==> src/source/isa_pkg.sv <==
//////////////////////////////////////////////////////////////////////
// RV32 instruction format definitions used by the fetch stage
// major opcodes of the expanded 32-bit forms and the two views
// through which the predecoder reads a compressed half-word
//////////////////////////////////////////////////////////////////////

package isa_pkg;

  // major opcodes, bits [6:0] of a 32-bit instruction
  localparam logic [6:0] OPC_OP_IMM = 7'b0010011;
  localparam logic [6:0] OPC_LUI    = 7'b0110111;
  localparam logic [6:0] OPC_OP     = 7'b0110011;
  localparam logic [6:0] OPC_LOAD   = 7'b0000011;
  localparam logic [6:0] OPC_JAL    = 7'b1101111;

  // CI layout
  // the register fields also serve CL (rs1'/rd') and CR (rd/rs2)
  typedef struct packed {
    logic [2:0] funct3;
    logic       imm_hi;
    logic [4:0] rd_rs1;
    logic [4:0] imm_lo;
    logic [1:0] op;
  } c_ci_t;

  // CJ layout
  // CR funct4 is {funct3, jimm[10]}
  typedef struct packed {
    logic [2:0]  funct3;
    logic [10:0] jimm;
    logic [1:0]  op;
  } c_cj_t;

  // one half-word, decoded through both layouts at once
  typedef union packed {
    c_ci_t ci;
    c_cj_t cj;
  } c_instr_u;

endpackage

==> src/source/fetch_pkg.sv <==
//////////////////////////////////////////////////////////////////////
// fetch control types shared between the fetch stage blocks
// PC mux selects, configuration registers, queue entries and
// the IF/ID pipeline register seen by the decode stage
//////////////////////////////////////////////////////////////////////

package fetch_pkg;

  // source of the next fetch address on a PC change
  typedef enum logic [2:0] {
    PC_BOOT,
    PC_JUMP,
    PC_EXCEPTION,
    PC_MRET,
    PC_FENCEI
  } pc_mux_e;

  // trap target, base for exceptions, vectored for interrupts
  typedef enum logic {
    EXC_BASE,
    EXC_IRQ
  } exc_mux_e;

  // configuration register addressed by a write
  typedef enum logic {
    CFG_BOOT,
    CFG_MTVEC
  } cfg_sel_e;

  typedef struct packed {
    logic [31:0] boot_addr;
    logic [23:0] mtvec;
  } fetch_cfg_t;

  // one prefetch queue entry
  typedef struct packed {
    logic [31:0] addr;
    logic [31:0] data;
  } fetch_word_t;

  typedef struct packed {
    logic        instr_valid;
    logic [31:0] pc;
    logic [31:0] instr;
    logic        is_compressed;
    logic        illegal_c;
  } if_id_t;

endpackage

==> src/source/fetch_csr.sv <==
//////////////////////////////////////////////////////////////////////
// fetch configuration registers: boot address and trap vector base
// written one register per strobe, vector base also loaded from
// the boot address when the core boots
//////////////////////////////////////////////////////////////////////

module fetch_csr #(
  parameter logic [31:0] BOOT_RESET = 32'h0000_0080
) (
  input  logic                  clk,
  input  logic                  rst_n,
  input  logic                  cfg_we_i,
  input  fetch_pkg::cfg_sel_e   cfg_sel_i,
  input  logic [31:0]           cfg_wdata_i,
  input  logic                  mtvec_init_i,
  output fetch_pkg::fetch_cfg_t cfg_o
);

  fetch_pkg::fetch_cfg_t cfg_q;

  always_ff @(posedge clk or negedge rst_n)
  begin
    if (!rst_n)
    begin
      // boot address is word aligned
      cfg_q.boot_addr <= {BOOT_RESET[31:2], 2'b00};
      cfg_q.mtvec     <= '0;
    end
    else
    begin
      if (cfg_we_i && (cfg_sel_i == fetch_pkg::CFG_BOOT))
      begin
        cfg_q.boot_addr <= {cfg_wdata_i[31:2], 2'b00};
      end
      // boot-time init wins over a write in the same cycle
      if (mtvec_init_i)
      begin
        cfg_q.mtvec <= cfg_q.boot_addr[31:8];
      end
      else if (cfg_we_i && (cfg_sel_i == fetch_pkg::CFG_MTVEC))
      begin
        // vector base is 256-byte aligned, low byte dropped
        cfg_q.mtvec <= cfg_wdata_i[31:8];
      end
    end
  end

  assign cfg_o = cfg_q;

endmodule

==> src/source/pc_select.sv <==
//////////////////////////////////////////////////////////////////////
// next fetch address selection on a PC change
// purely combinational, also requests the vector base init on boot
//////////////////////////////////////////////////////////////////////

module pc_select (
  input  fetch_pkg::fetch_cfg_t cfg_i,
  input  logic                  pc_set_i,
  input  fetch_pkg::pc_mux_e    pc_mux_i,
  input  fetch_pkg::exc_mux_e   exc_pc_mux_i,
  input  logic [4:0]            irq_id_i,
  input  logic [31:0]           jump_target_i,
  input  logic [31:0]           mepc_i,
  input  logic [31:0]           pc_id_i,
  output logic [31:0]           branch_addr_o,
  output logic                  mtvec_init_o
);

  logic [31:0] exc_pc;
  logic [31:0] next_pc;

  // trap vector
  always_comb
  begin
    case (exc_pc_mux_i)
      // interrupts land at base + 4 * irq id
      fetch_pkg::EXC_IRQ:
        exc_pc = {cfg_i.mtvec, 1'b0, irq_id_i, 2'b00};
      // all exceptions share the base address
      default:
        exc_pc = {cfg_i.mtvec, 8'h00};
    endcase
  end

  // fetch address mux
  always_comb
  begin
    case (pc_mux_i)
      fetch_pkg::PC_JUMP:      next_pc = jump_target_i;
      fetch_pkg::PC_EXCEPTION: next_pc = exc_pc;
      // restore the interrupted pc
      fetch_pkg::PC_MRET:      next_pc = mepc_i;
      // refetch from the word after the fence.i
      fetch_pkg::PC_FENCEI:    next_pc = pc_id_i + 32'd4;
      default:                 next_pc = cfg_i.boot_addr;
    endcase
  end

  // instruction addresses are always half-word aligned at least
  assign branch_addr_o = {next_pc[31:1], 1'b0};

  // first boot jump also initialises the vector base
  assign mtvec_init_o = pc_set_i && (pc_mux_i == fetch_pkg::PC_BOOT);

endmodule

==> src/source/prefetch_buffer.sv <==
//////////////////////////////////////////////////////////////////////
// prefetch buffer between the PC logic and the instruction memory
// issues sequential word fetches to a memory with a fixed one-cycle
// response, queues the returned words and flushes on a PC change
//////////////////////////////////////////////////////////////////////

module prefetch_buffer #(
  parameter int QUEUE_DEPTH = 2
) (
  input  logic                   clk,
  input  logic                   rst_n,
  input  logic                   fetch_en_i,
  input  logic                   branch_i,
  input  logic [31:0]            branch_addr_i,
  output logic                   imem_req_o,
  output logic [31:0]            imem_addr_o,
  input  logic                   imem_rvalid_i,
  input  logic [31:0]            imem_rdata_i,
  output logic                   queue_valid_o,
  output fetch_pkg::fetch_word_t queue_head_o,
  input  logic                   pop_i,
  output logic                   busy_o,
  output logic                   imiss_o
);

  localparam int PTR_W = $clog2(QUEUE_DEPTH);
  localparam int CNT_W = $clog2(QUEUE_DEPTH + 1);

  logic [31:0]            fetch_addr_q;
  logic                   inflight_q;
  logic [31:0]            inflight_addr_q;
  logic                   kill_q;
  fetch_pkg::fetch_word_t queue_q [QUEUE_DEPTH];
  logic [PTR_W-1:0]       wr_ptr_q;
  logic [PTR_W-1:0]       rd_ptr_q;
  logic [CNT_W-1:0]       count_q;
  logic [CNT_W:0]         occupancy;
  logic                   push;

  // circular pointer step, depth need not be a power of two
  function automatic logic [PTR_W-1:0] ptr_inc(input logic [PTR_W-1:0] ptr);
    if (ptr == PTR_W'(QUEUE_DEPTH - 1))
    begin
      return '0;
    end
    return ptr + 1'b1;
  endfunction

  //////////////////////////////////////////////////////////////////////
  // memory request side
  //////////////////////////////////////////////////////////////////////

  // words queued plus the one still on its way
  assign occupancy  = count_q + inflight_q;
  assign imem_req_o = fetch_en_i && (occupancy < (CNT_W + 1)'(QUEUE_DEPTH));
  assign imem_addr_o = fetch_addr_q;

  // responses for the old path are thrown away
  assign push = imem_rvalid_i && !kill_q && !branch_i;

  always_ff @(posedge clk or negedge rst_n)
  begin
    if (!rst_n)
    begin
      fetch_addr_q <= '0;
      inflight_q   <= 1'b0;
      kill_q       <= 1'b0;
      wr_ptr_q     <= '0;
      rd_ptr_q     <= '0;
      count_q      <= '0;
    end
    else
    begin
      // fixed latency, so at most one request is ever outstanding
      inflight_q <= imem_req_o;
      if (branch_i)
      begin
        fetch_addr_q <= branch_addr_i;
        // a request issued now answers next cycle, kill it
        kill_q       <= imem_req_o;
        wr_ptr_q     <= '0;
        rd_ptr_q     <= '0;
        count_q      <= '0;
      end
      else
      begin
        if (imem_req_o)
        begin
          fetch_addr_q <= fetch_addr_q + 32'd4;
        end
        if (imem_rvalid_i)
        begin
          kill_q <= 1'b0;
        end
        if (push)
        begin
          wr_ptr_q <= ptr_inc(wr_ptr_q);
        end
        if (pop_i)
        begin
          rd_ptr_q <= ptr_inc(rd_ptr_q);
        end
        count_q <= count_q + CNT_W'(push) - CNT_W'(pop_i);
      end
    end
  end

  //////////////////////////////////////////////////////////////////////
  // response queue
  //////////////////////////////////////////////////////////////////////

  always_ff @(posedge clk)
  begin
    // remember where the outstanding word came from
    if (imem_req_o)
    begin
      inflight_addr_q <= imem_addr_o;
    end
    if (push)
    begin
      queue_q[wr_ptr_q] <= '{addr: inflight_addr_q, data: imem_rdata_i};
    end
  end

  assign queue_valid_o = (count_q != '0);
  assign queue_head_o  = queue_q[rd_ptr_q];

  // status for the core, only meaningful while fetching
  assign busy_o  = inflight_q || (fetch_en_i && (count_q != CNT_W'(QUEUE_DEPTH)));
  assign imiss_o = fetch_en_i && !branch_i && (count_q == '0);

  // every response must belong to the request of the cycle before
  a_rvalid_has_req: assert property (@(posedge clk) disable iff (!rst_n)
    imem_rvalid_i |-> inflight_q)
    else $error("response without a request in flight");

  // request throttling must leave room for every accepted word
  a_no_overflow: assert property (@(posedge clk) disable iff (!rst_n)
    push |-> (count_q < CNT_W'(QUEUE_DEPTH)))
    else $error("prefetch queue overflow");

  // the predecoder only pops words it has been shown
  a_no_empty_pop: assert property (@(posedge clk) disable iff (!rst_n)
    pop_i |-> queue_valid_o)
    else $error("pop on an empty prefetch queue");

endmodule

==> src/source/predecode_stage.sv <==
//////////////////////////////////////////////////////////////////////
// predecode and IF/ID register
// expands the supported compressed forms, flags the others as
// illegal and hands the result to the decode stage on a pop
//////////////////////////////////////////////////////////////////////

module predecode_stage (
  input  logic                   clk,
  input  logic                   rst_n,
  input  logic                   queue_valid_i,
  input  fetch_pkg::fetch_word_t queue_head_i,
  input  logic                   id_ready_i,
  input  logic                   halt_if_i,
  input  logic                   clear_instr_valid_i,
  output logic                   pop_o,
  output fetch_pkg::if_id_t      if_id_o
);

  isa_pkg::c_instr_u c_instr;
  logic [31:0]       raw;
  logic [4:0]        rd;
  logic [4:0]        rs2;
  logic [11:0]       ci_imm;
  logic [4:0]        lw_uimm;
  logic [19:0]       jal_imm;
  logic [31:0]       instr_exp;
  logic              is_comp;
  logic              illegal_c;

  //////////////////////////////////////////////////////////////////////
  // compressed expansion
  //////////////////////////////////////////////////////////////////////

  // compressed form sits in the low half, upper half ignored
  assign raw     = queue_head_i.data;
  assign c_instr = raw[15:0];
  assign rd      = c_instr.ci.rd_rs1;
  assign rs2     = c_instr.ci.imm_lo;

  // sign-extended 6-bit immediate of c.addi and c.li
  assign ci_imm = {{7{c_instr.ci.imm_hi}}, c_instr.ci.imm_lo};

  // c.lw offset bits [6:2]
  assign lw_uimm = {c_instr.ci.imm_lo[3], c_instr.ci.imm_hi,
                    c_instr.ci.rd_rs1[4:3], c_instr.ci.imm_lo[4]};

  // c.j offset scattered into the jal immediate layout
  assign jal_imm = {c_instr.cj.jimm[10], c_instr.cj.jimm[6], c_instr.cj.jimm[8:7],
                    c_instr.cj.jimm[4], c_instr.cj.jimm[5], c_instr.cj.jimm[0],
                    c_instr.cj.jimm[9], c_instr.cj.jimm[3:1],
                    c_instr.cj.jimm[10], {8{c_instr.cj.jimm[10]}}};

  always_comb
  begin
    // full-size words and illegal forms go through untouched
    instr_exp = raw;
    is_comp   = (c_instr.ci.op != 2'b11);
    illegal_c = is_comp;
    case ({c_instr.ci.op, c_instr.ci.funct3})
      // c.addi -> addi rd, rd, imm
      5'b01_000:
      begin
        instr_exp = {ci_imm, rd, 3'b000, rd, isa_pkg::OPC_OP_IMM};
        illegal_c = 1'b0;
      end
      // c.li -> addi rd, x0, imm
      5'b01_010:
      begin
        instr_exp = {ci_imm, 5'd0, 3'b000, rd, isa_pkg::OPC_OP_IMM};
        illegal_c = 1'b0;
      end
      // c.lw -> lw rd', uimm(rs1'), registers x8..x15
      5'b00_010:
      begin
        instr_exp = {5'b0, lw_uimm, 2'b00, 2'b01, c_instr.ci.rd_rs1[2:0], 3'b010,
                     2'b01, c_instr.ci.imm_lo[2:0], isa_pkg::OPC_LOAD};
        illegal_c = 1'b0;
      end
      // c.j -> jal x0, offset
      5'b01_101:
      begin
        instr_exp = {jal_imm, 5'd0, isa_pkg::OPC_JAL};
        illegal_c = 1'b0;
      end
      // CR group, rs2 of zero is c.jr/c.jalr/c.ebreak, not supported
      5'b10_100:
      begin
        if (rs2 != 5'd0)
        begin
          // funct4 low bit picks c.add over c.mv
          if (c_instr.cj.jimm[10])
          begin
            instr_exp = {7'b0, rs2, rd, 3'b000, rd, isa_pkg::OPC_OP};
          end
          else
          begin
            instr_exp = {7'b0, rs2, 5'd0, 3'b000, rd, isa_pkg::OPC_OP};
          end
          illegal_c = 1'b0;
        end
      end
      default:
      begin
      end
    endcase
  end

  //////////////////////////////////////////////////////////////////////
  // IF/ID pipeline register
  //////////////////////////////////////////////////////////////////////

  // take the head word when decode can accept it
  assign pop_o = queue_valid_i && id_ready_i && !halt_if_i;

  always_ff @(posedge clk or negedge rst_n)
  begin
    if (!rst_n)
    begin
      if_id_o <= '0;
    end
    else if (pop_o)
    begin
      if_id_o.instr_valid   <= 1'b1;
      if_id_o.pc            <= queue_head_i.addr;
      if_id_o.instr         <= instr_exp;
      if_id_o.is_compressed <= is_comp;
      if_id_o.illegal_c     <= illegal_c;
    end
    else if (clear_instr_valid_i)
    begin
      // payload stays, only the valid bit drops
      if_id_o.instr_valid <= 1'b0;
    end
  end

  // a new instruction only ever comes out of the prefetch queue
  a_valid_needs_pop: assert property (@(posedge clk) disable iff (!rst_n)
    $rose(if_id_o.instr_valid) |-> $past(pop_o))
    else $error("instr_valid rose without a pop");

endmodule

==> src/source/fetch_stage.sv <==
//////////////////////////////////////////////////////////////////////
// instruction fetch stage top level
// configuration, next-PC select, prefetch buffer and predecode,
// with the instruction memory and decode stage on the outside
//////////////////////////////////////////////////////////////////////

module fetch_stage #(
  parameter int          QUEUE_DEPTH = 2,
  parameter logic [31:0] BOOT_RESET  = 32'h0000_0080
) (
  input  logic                clk,
  input  logic                rst_n,
  // configuration writes
  input  logic                cfg_we_i,
  input  fetch_pkg::cfg_sel_e cfg_sel_i,
  input  logic [31:0]         cfg_wdata_i,
  // PC control from the core
  input  logic                fetch_en_i,
  input  logic                pc_set_i,
  input  fetch_pkg::pc_mux_e  pc_mux_i,
  input  fetch_pkg::exc_mux_e exc_pc_mux_i,
  input  logic [4:0]          irq_id_i,
  input  logic [31:0]         jump_target_i,
  input  logic [31:0]         mepc_i,
  // decode side
  input  logic                id_ready_i,
  input  logic                halt_if_i,
  input  logic                clear_instr_valid_i,
  output fetch_pkg::if_id_t   if_id_o,
  // instruction memory
  output logic                imem_req_o,
  output logic [31:0]         imem_addr_o,
  input  logic                imem_rvalid_i,
  input  logic [31:0]         imem_rdata_i,
  // status
  output logic                if_busy_o,
  output logic                perf_imiss_o
);

  fetch_pkg::fetch_cfg_t  cfg;
  fetch_pkg::fetch_word_t queue_head;
  logic                   mtvec_init;
  logic [31:0]            branch_addr;
  logic                   queue_valid;
  logic                   pop;
  logic                   queue_miss;

  fetch_csr #(
    .BOOT_RESET (BOOT_RESET)
  ) fetch_csr_i (
    .clk          (clk),
    .rst_n        (rst_n),
    .cfg_we_i     (cfg_we_i),
    .cfg_sel_i    (cfg_sel_i),
    .cfg_wdata_i  (cfg_wdata_i),
    .mtvec_init_i (mtvec_init),
    .cfg_o        (cfg)
  );

  // fence.i target comes from the pc now in IF/ID
  pc_select pc_select_i (
    .cfg_i         (cfg),
    .pc_set_i      (pc_set_i),
    .pc_mux_i      (pc_mux_i),
    .exc_pc_mux_i  (exc_pc_mux_i),
    .irq_id_i      (irq_id_i),
    .jump_target_i (jump_target_i),
    .mepc_i        (mepc_i),
    .pc_id_i       (if_id_o.pc),
    .branch_addr_o (branch_addr),
    .mtvec_init_o  (mtvec_init)
  );

  prefetch_buffer #(
    .QUEUE_DEPTH (QUEUE_DEPTH)
  ) prefetch_buffer_i (
    .clk           (clk),
    .rst_n         (rst_n),
    .fetch_en_i    (fetch_en_i),
    .branch_i      (pc_set_i),
    .branch_addr_i (branch_addr),
    .imem_req_o    (imem_req_o),
    .imem_addr_o   (imem_addr_o),
    .imem_rvalid_i (imem_rvalid_i),
    .imem_rdata_i  (imem_rdata_i),
    .queue_valid_o (queue_valid),
    .queue_head_o  (queue_head),
    .pop_i         (pop),
    .busy_o        (if_busy_o),
    .imiss_o       (queue_miss)
  );

  predecode_stage predecode_stage_i (
    .clk                 (clk),
    .rst_n               (rst_n),
    .queue_valid_i       (queue_valid),
    .queue_head_i        (queue_head),
    .id_ready_i          (id_ready_i),
    .halt_if_i           (halt_if_i),
    .clear_instr_valid_i (clear_instr_valid_i),
    .pop_o               (pop),
    .if_id_o             (if_id_o)
  );

  // a miss only counts while decode is actually waiting
  assign perf_imiss_o = queue_miss && id_ready_i && !halt_if_i;

endmodule

==> config.mk <==
export PLATFORM = sky130hd
export DESIGN_NAME = fetch_stage
export DESIGN_NICKNAME = d
export VERILOG_FILES = /design/src/source/isa_pkg.sv /design/src/source/fetch_pkg.sv /design/src/source/fetch_csr.sv /design/src/source/pc_select.sv /design/src/source/prefetch_buffer.sv /design/src/source/predecode_stage.sv /design/src/source/fetch_stage.sv
export SDC_FILE = /design/constraint.sdc
export NUM_CORES = 1
export LEC_CHECK = 0
export BUFFER_PORTS_ARGS = -buffer_cell sky130_fd_sc_hd__buf_2
export CELL_PAD_IN_SITES_DETAIL_PLACEMENT = 0
export CELL_PAD_IN_SITES_GLOBAL_PLACEMENT = 1
export CORE_AREA = 3 3 198 200
export DETAILED_ROUTE_END_ITERATION = 16
export DIE_AREA = 0 0 201 203
export PLACE_DENSITY = 0.74
export SLEW_MARGIN = 5
export SYNTH_ARGS = -nofsm -noshare
export SYNTH_HDL_FRONTEND = slang
export SYNTH_HIERARCHICAL = 1
export SYNTH_SLANG_ARGS = --single-unit
==> constraint.sdc <==
create_clock -name clk -period 6.15 [get_ports clk]
set_clock_uncertainty 0.15 [all_clocks]
set_input_delay 0 -clock clk [delete_from_list [all_inputs] [get_ports clk]]
set_output_delay 0 -clock clk [all_outputs]
set_load 0.01 [all_outputs]
==> metrics.cfg <==
[grt]
grt_usage=0.217
grt_pass1_vias=11700
grt_overflow=0
gr-usage-met2=0.348
grt_start_max_net_pins=84
antenna_found_initial=0
grt_use_met1=0.314
grtUsageMet3=0.0329
grt_pass1_wl_mm=69.9
busiest_layer=met2

[floorplanning]
fp.dieW_um=201
io_pins=249
rows=71
chipHeight_um=203
initial_core_util=0.417
fp.coreArea_um2=37600
die-area_um2=40800

[setup_path]
r2r_slack_ns=3.04
arrival_ns=3.41
crit_chain=mux2_2, nor4_2, a211oi_2, nor3_4, o21ai_0, o21ai_0
worstPathRequired_ns=6.45
cp_max_fo=19
regToRegEndpoint=predecode_stage_i/if_id_o[14]$_DFFE_PN0P_
worstRegToRegCells=6
endpoint_kind=flop
crit_path_top_delay_cell=dfrtp_2
start_kind=flop
cpPeakStageDelay_ns=0.70
crit_type=reg -> reg
critPathMostFrequentCell=o21ai_0
timing.rr.start=prefetch_buffer_i/rd_ptr_q$_DFFE_PN0P_

[placed_design]
io_buffer_count=244
place_ws_ns=3.07
gp_congestion=0.843
hpwl_mm=30.5

[cts]
insertion_delay_ns=0.53
cts-hold-fix-buffers=101
cts_setup_buffers=0
numCtsBuffers=35
ctsResizeCount=0
cts_root_buf=clkbuf_16
cts_tree=done
max-clock-path-buffers=3
htreeDepth=2
clkTransAtPathRegs_ns=0.06
clock_sinks=319

[synth]
yosysWarnings=6
syn_nets=1482
avgSynthCellArea_um2=11.8
netlist_area_um2=15700
synthCells=1331

[power_and_ir_drop]
seq_power_share=0.472
switchingPower_w=0.00214
intPower_w=0.00455
power_density_nw_per_um2=345
power_w=0.00669
irDropWorstVdd_mv=0.158
clkPwrFrac=0.309
cellLeakagePower_nw=7.82
combPwrFrac=0.219
power_switching_share=0.320

[timing]
finalCritPeriodShare=0.506
holdWs_ns=-0.0328
rsz0062_at_grt=false
fin_tns_setup_ns=0
hold_viol_final=15
worst_slack_ns=3.04
maxSlewViolCount=0
final-setup-viol-count=0
fmax_mhz=321
maxSlewHeadroom=0.322
period_minus_slack_ns=3.11
worstMarginPinSlew_ns=1.02

[routing]
drc=0
vias=11900
routed_wl_mm=45.4
vias_per_cell=5.45
first_pass_iters=5
drtIter0Drc=918
drtAntennaViolNets=0
wl_per_cell_um=20.8

[min_path]
hp-class=in -> async

[finish]
final_layout_size_suffix_gt1_frac=0.293
final_cell_mix=buf_2, nand2_1, edfxtp_1
nets=1798
final_common_cell=buf_2
synthToLayoutAreaGrowth_pct=23.8

[run]
maxCapViolCount=0

[status]
status=finished, violations left
violations=negative hold slack

-- sequential cells by signal, indices dropped and copies added (netlist names), 2 cells and up --
signal                             flops
prefetch_buffer_i/count_q              2
prefetch_buffer_i/queue_q            128
prefetch_buffer_i/inflight_addr_q     32
fetch_csr_i/cfg_o                     54
prefetch_buffer_i/imem_addr_o         32
predecode_stage_i/if_id_o             67
-- critical path: cells and delay by family, from the launching register on --
family	cells	cell delay (ns)
AOI/OAI and AO/OA	3	0.62
and+or+nand+nor	2	1.09
muxes	1	0.46
DFF	1	0.70
-- stage by stage --
| stage | std cells | util | instance area, um2 |
|---|---|---|---|
| floorplan | 1331 | - | 15700 |
| global placement | 2020 | 0.459 | 17200 |
| detailed placement | 2020 | 0.459 | 17200 |
| CTS | 2185 | 0.516 | 19400 |
| global route | 2185 | 0.516 | 19400 |
| finish | 2186 | 0.516 | 19400 |
-- cell type report --
class	count	area [um2]
fillers	3379	18200
flip-flops and latches	319	8790
multi-input cells	894	6330
repair buffers	361	2360
clock buffers	48	996
well taps	511	639
clock inverters	16	148
inverters	36	135
diodes	1	2.50
-- layer usage --
metal | share of wire | up-vias
met5 | 0 | -
met1 | 0.45 | 5850
met4 | 0.019 | 0
met3 | 0.062 | 65
li1 | - | 5577
met2 | 0.47 | 421
-- power by group through the flow --
stage | Combinational, W | Clock [W] | Sequential [W]
global route | 0.00161 | 0.00220 | 0.00322
CTS | 0.00148 | 0.00212 | 0.00316
finish | 0.00146 | 0.00207 | 0.00316
floorplan | 0.000729 | 0 | 0.00314
detailed placement | 0.00141 | 0 | 0.00320
global placement | 0.00139 | 0 | 0.00319
-- worst max-delay path by stage --
stage	start	end	cells past startpoint
floorplan	prefetch_buffer_i/kill_q$_DFFE_PN0P_	prefetch_buffer_i/queue_q[0][0]$_DFFE_PP_	3
global placement	prefetch_buffer_i/rd_ptr_q$_DFFE_PN0P_	predecode_stage_i/if_id_o[14]$_DFFE_PN0P_	6
detailed placement	prefetch_buffer_i/rd_ptr_q$_DFFE_PN0P_	predecode_stage_i/if_id_o[14]$_DFFE_PN0P_	6
CTS	prefetch_buffer_i/rd_ptr_q$_DFFE_PN0P_	predecode_stage_i/if_id_o[14]$_DFFE_PN0P_	6
global route	prefetch_buffer_i/rd_ptr_q$_DFFE_PN0P_	predecode_stage_i/if_id_o[23]$_DFFE_PN0P_	6
finish	prefetch_buffer_i/rd_ptr_q$_DFFE_PN0P_	predecode_stage_i/if_id_o[14]$_DFFE_PN0P_	6
No activity file was read; power rests on OpenSTA's default activity.
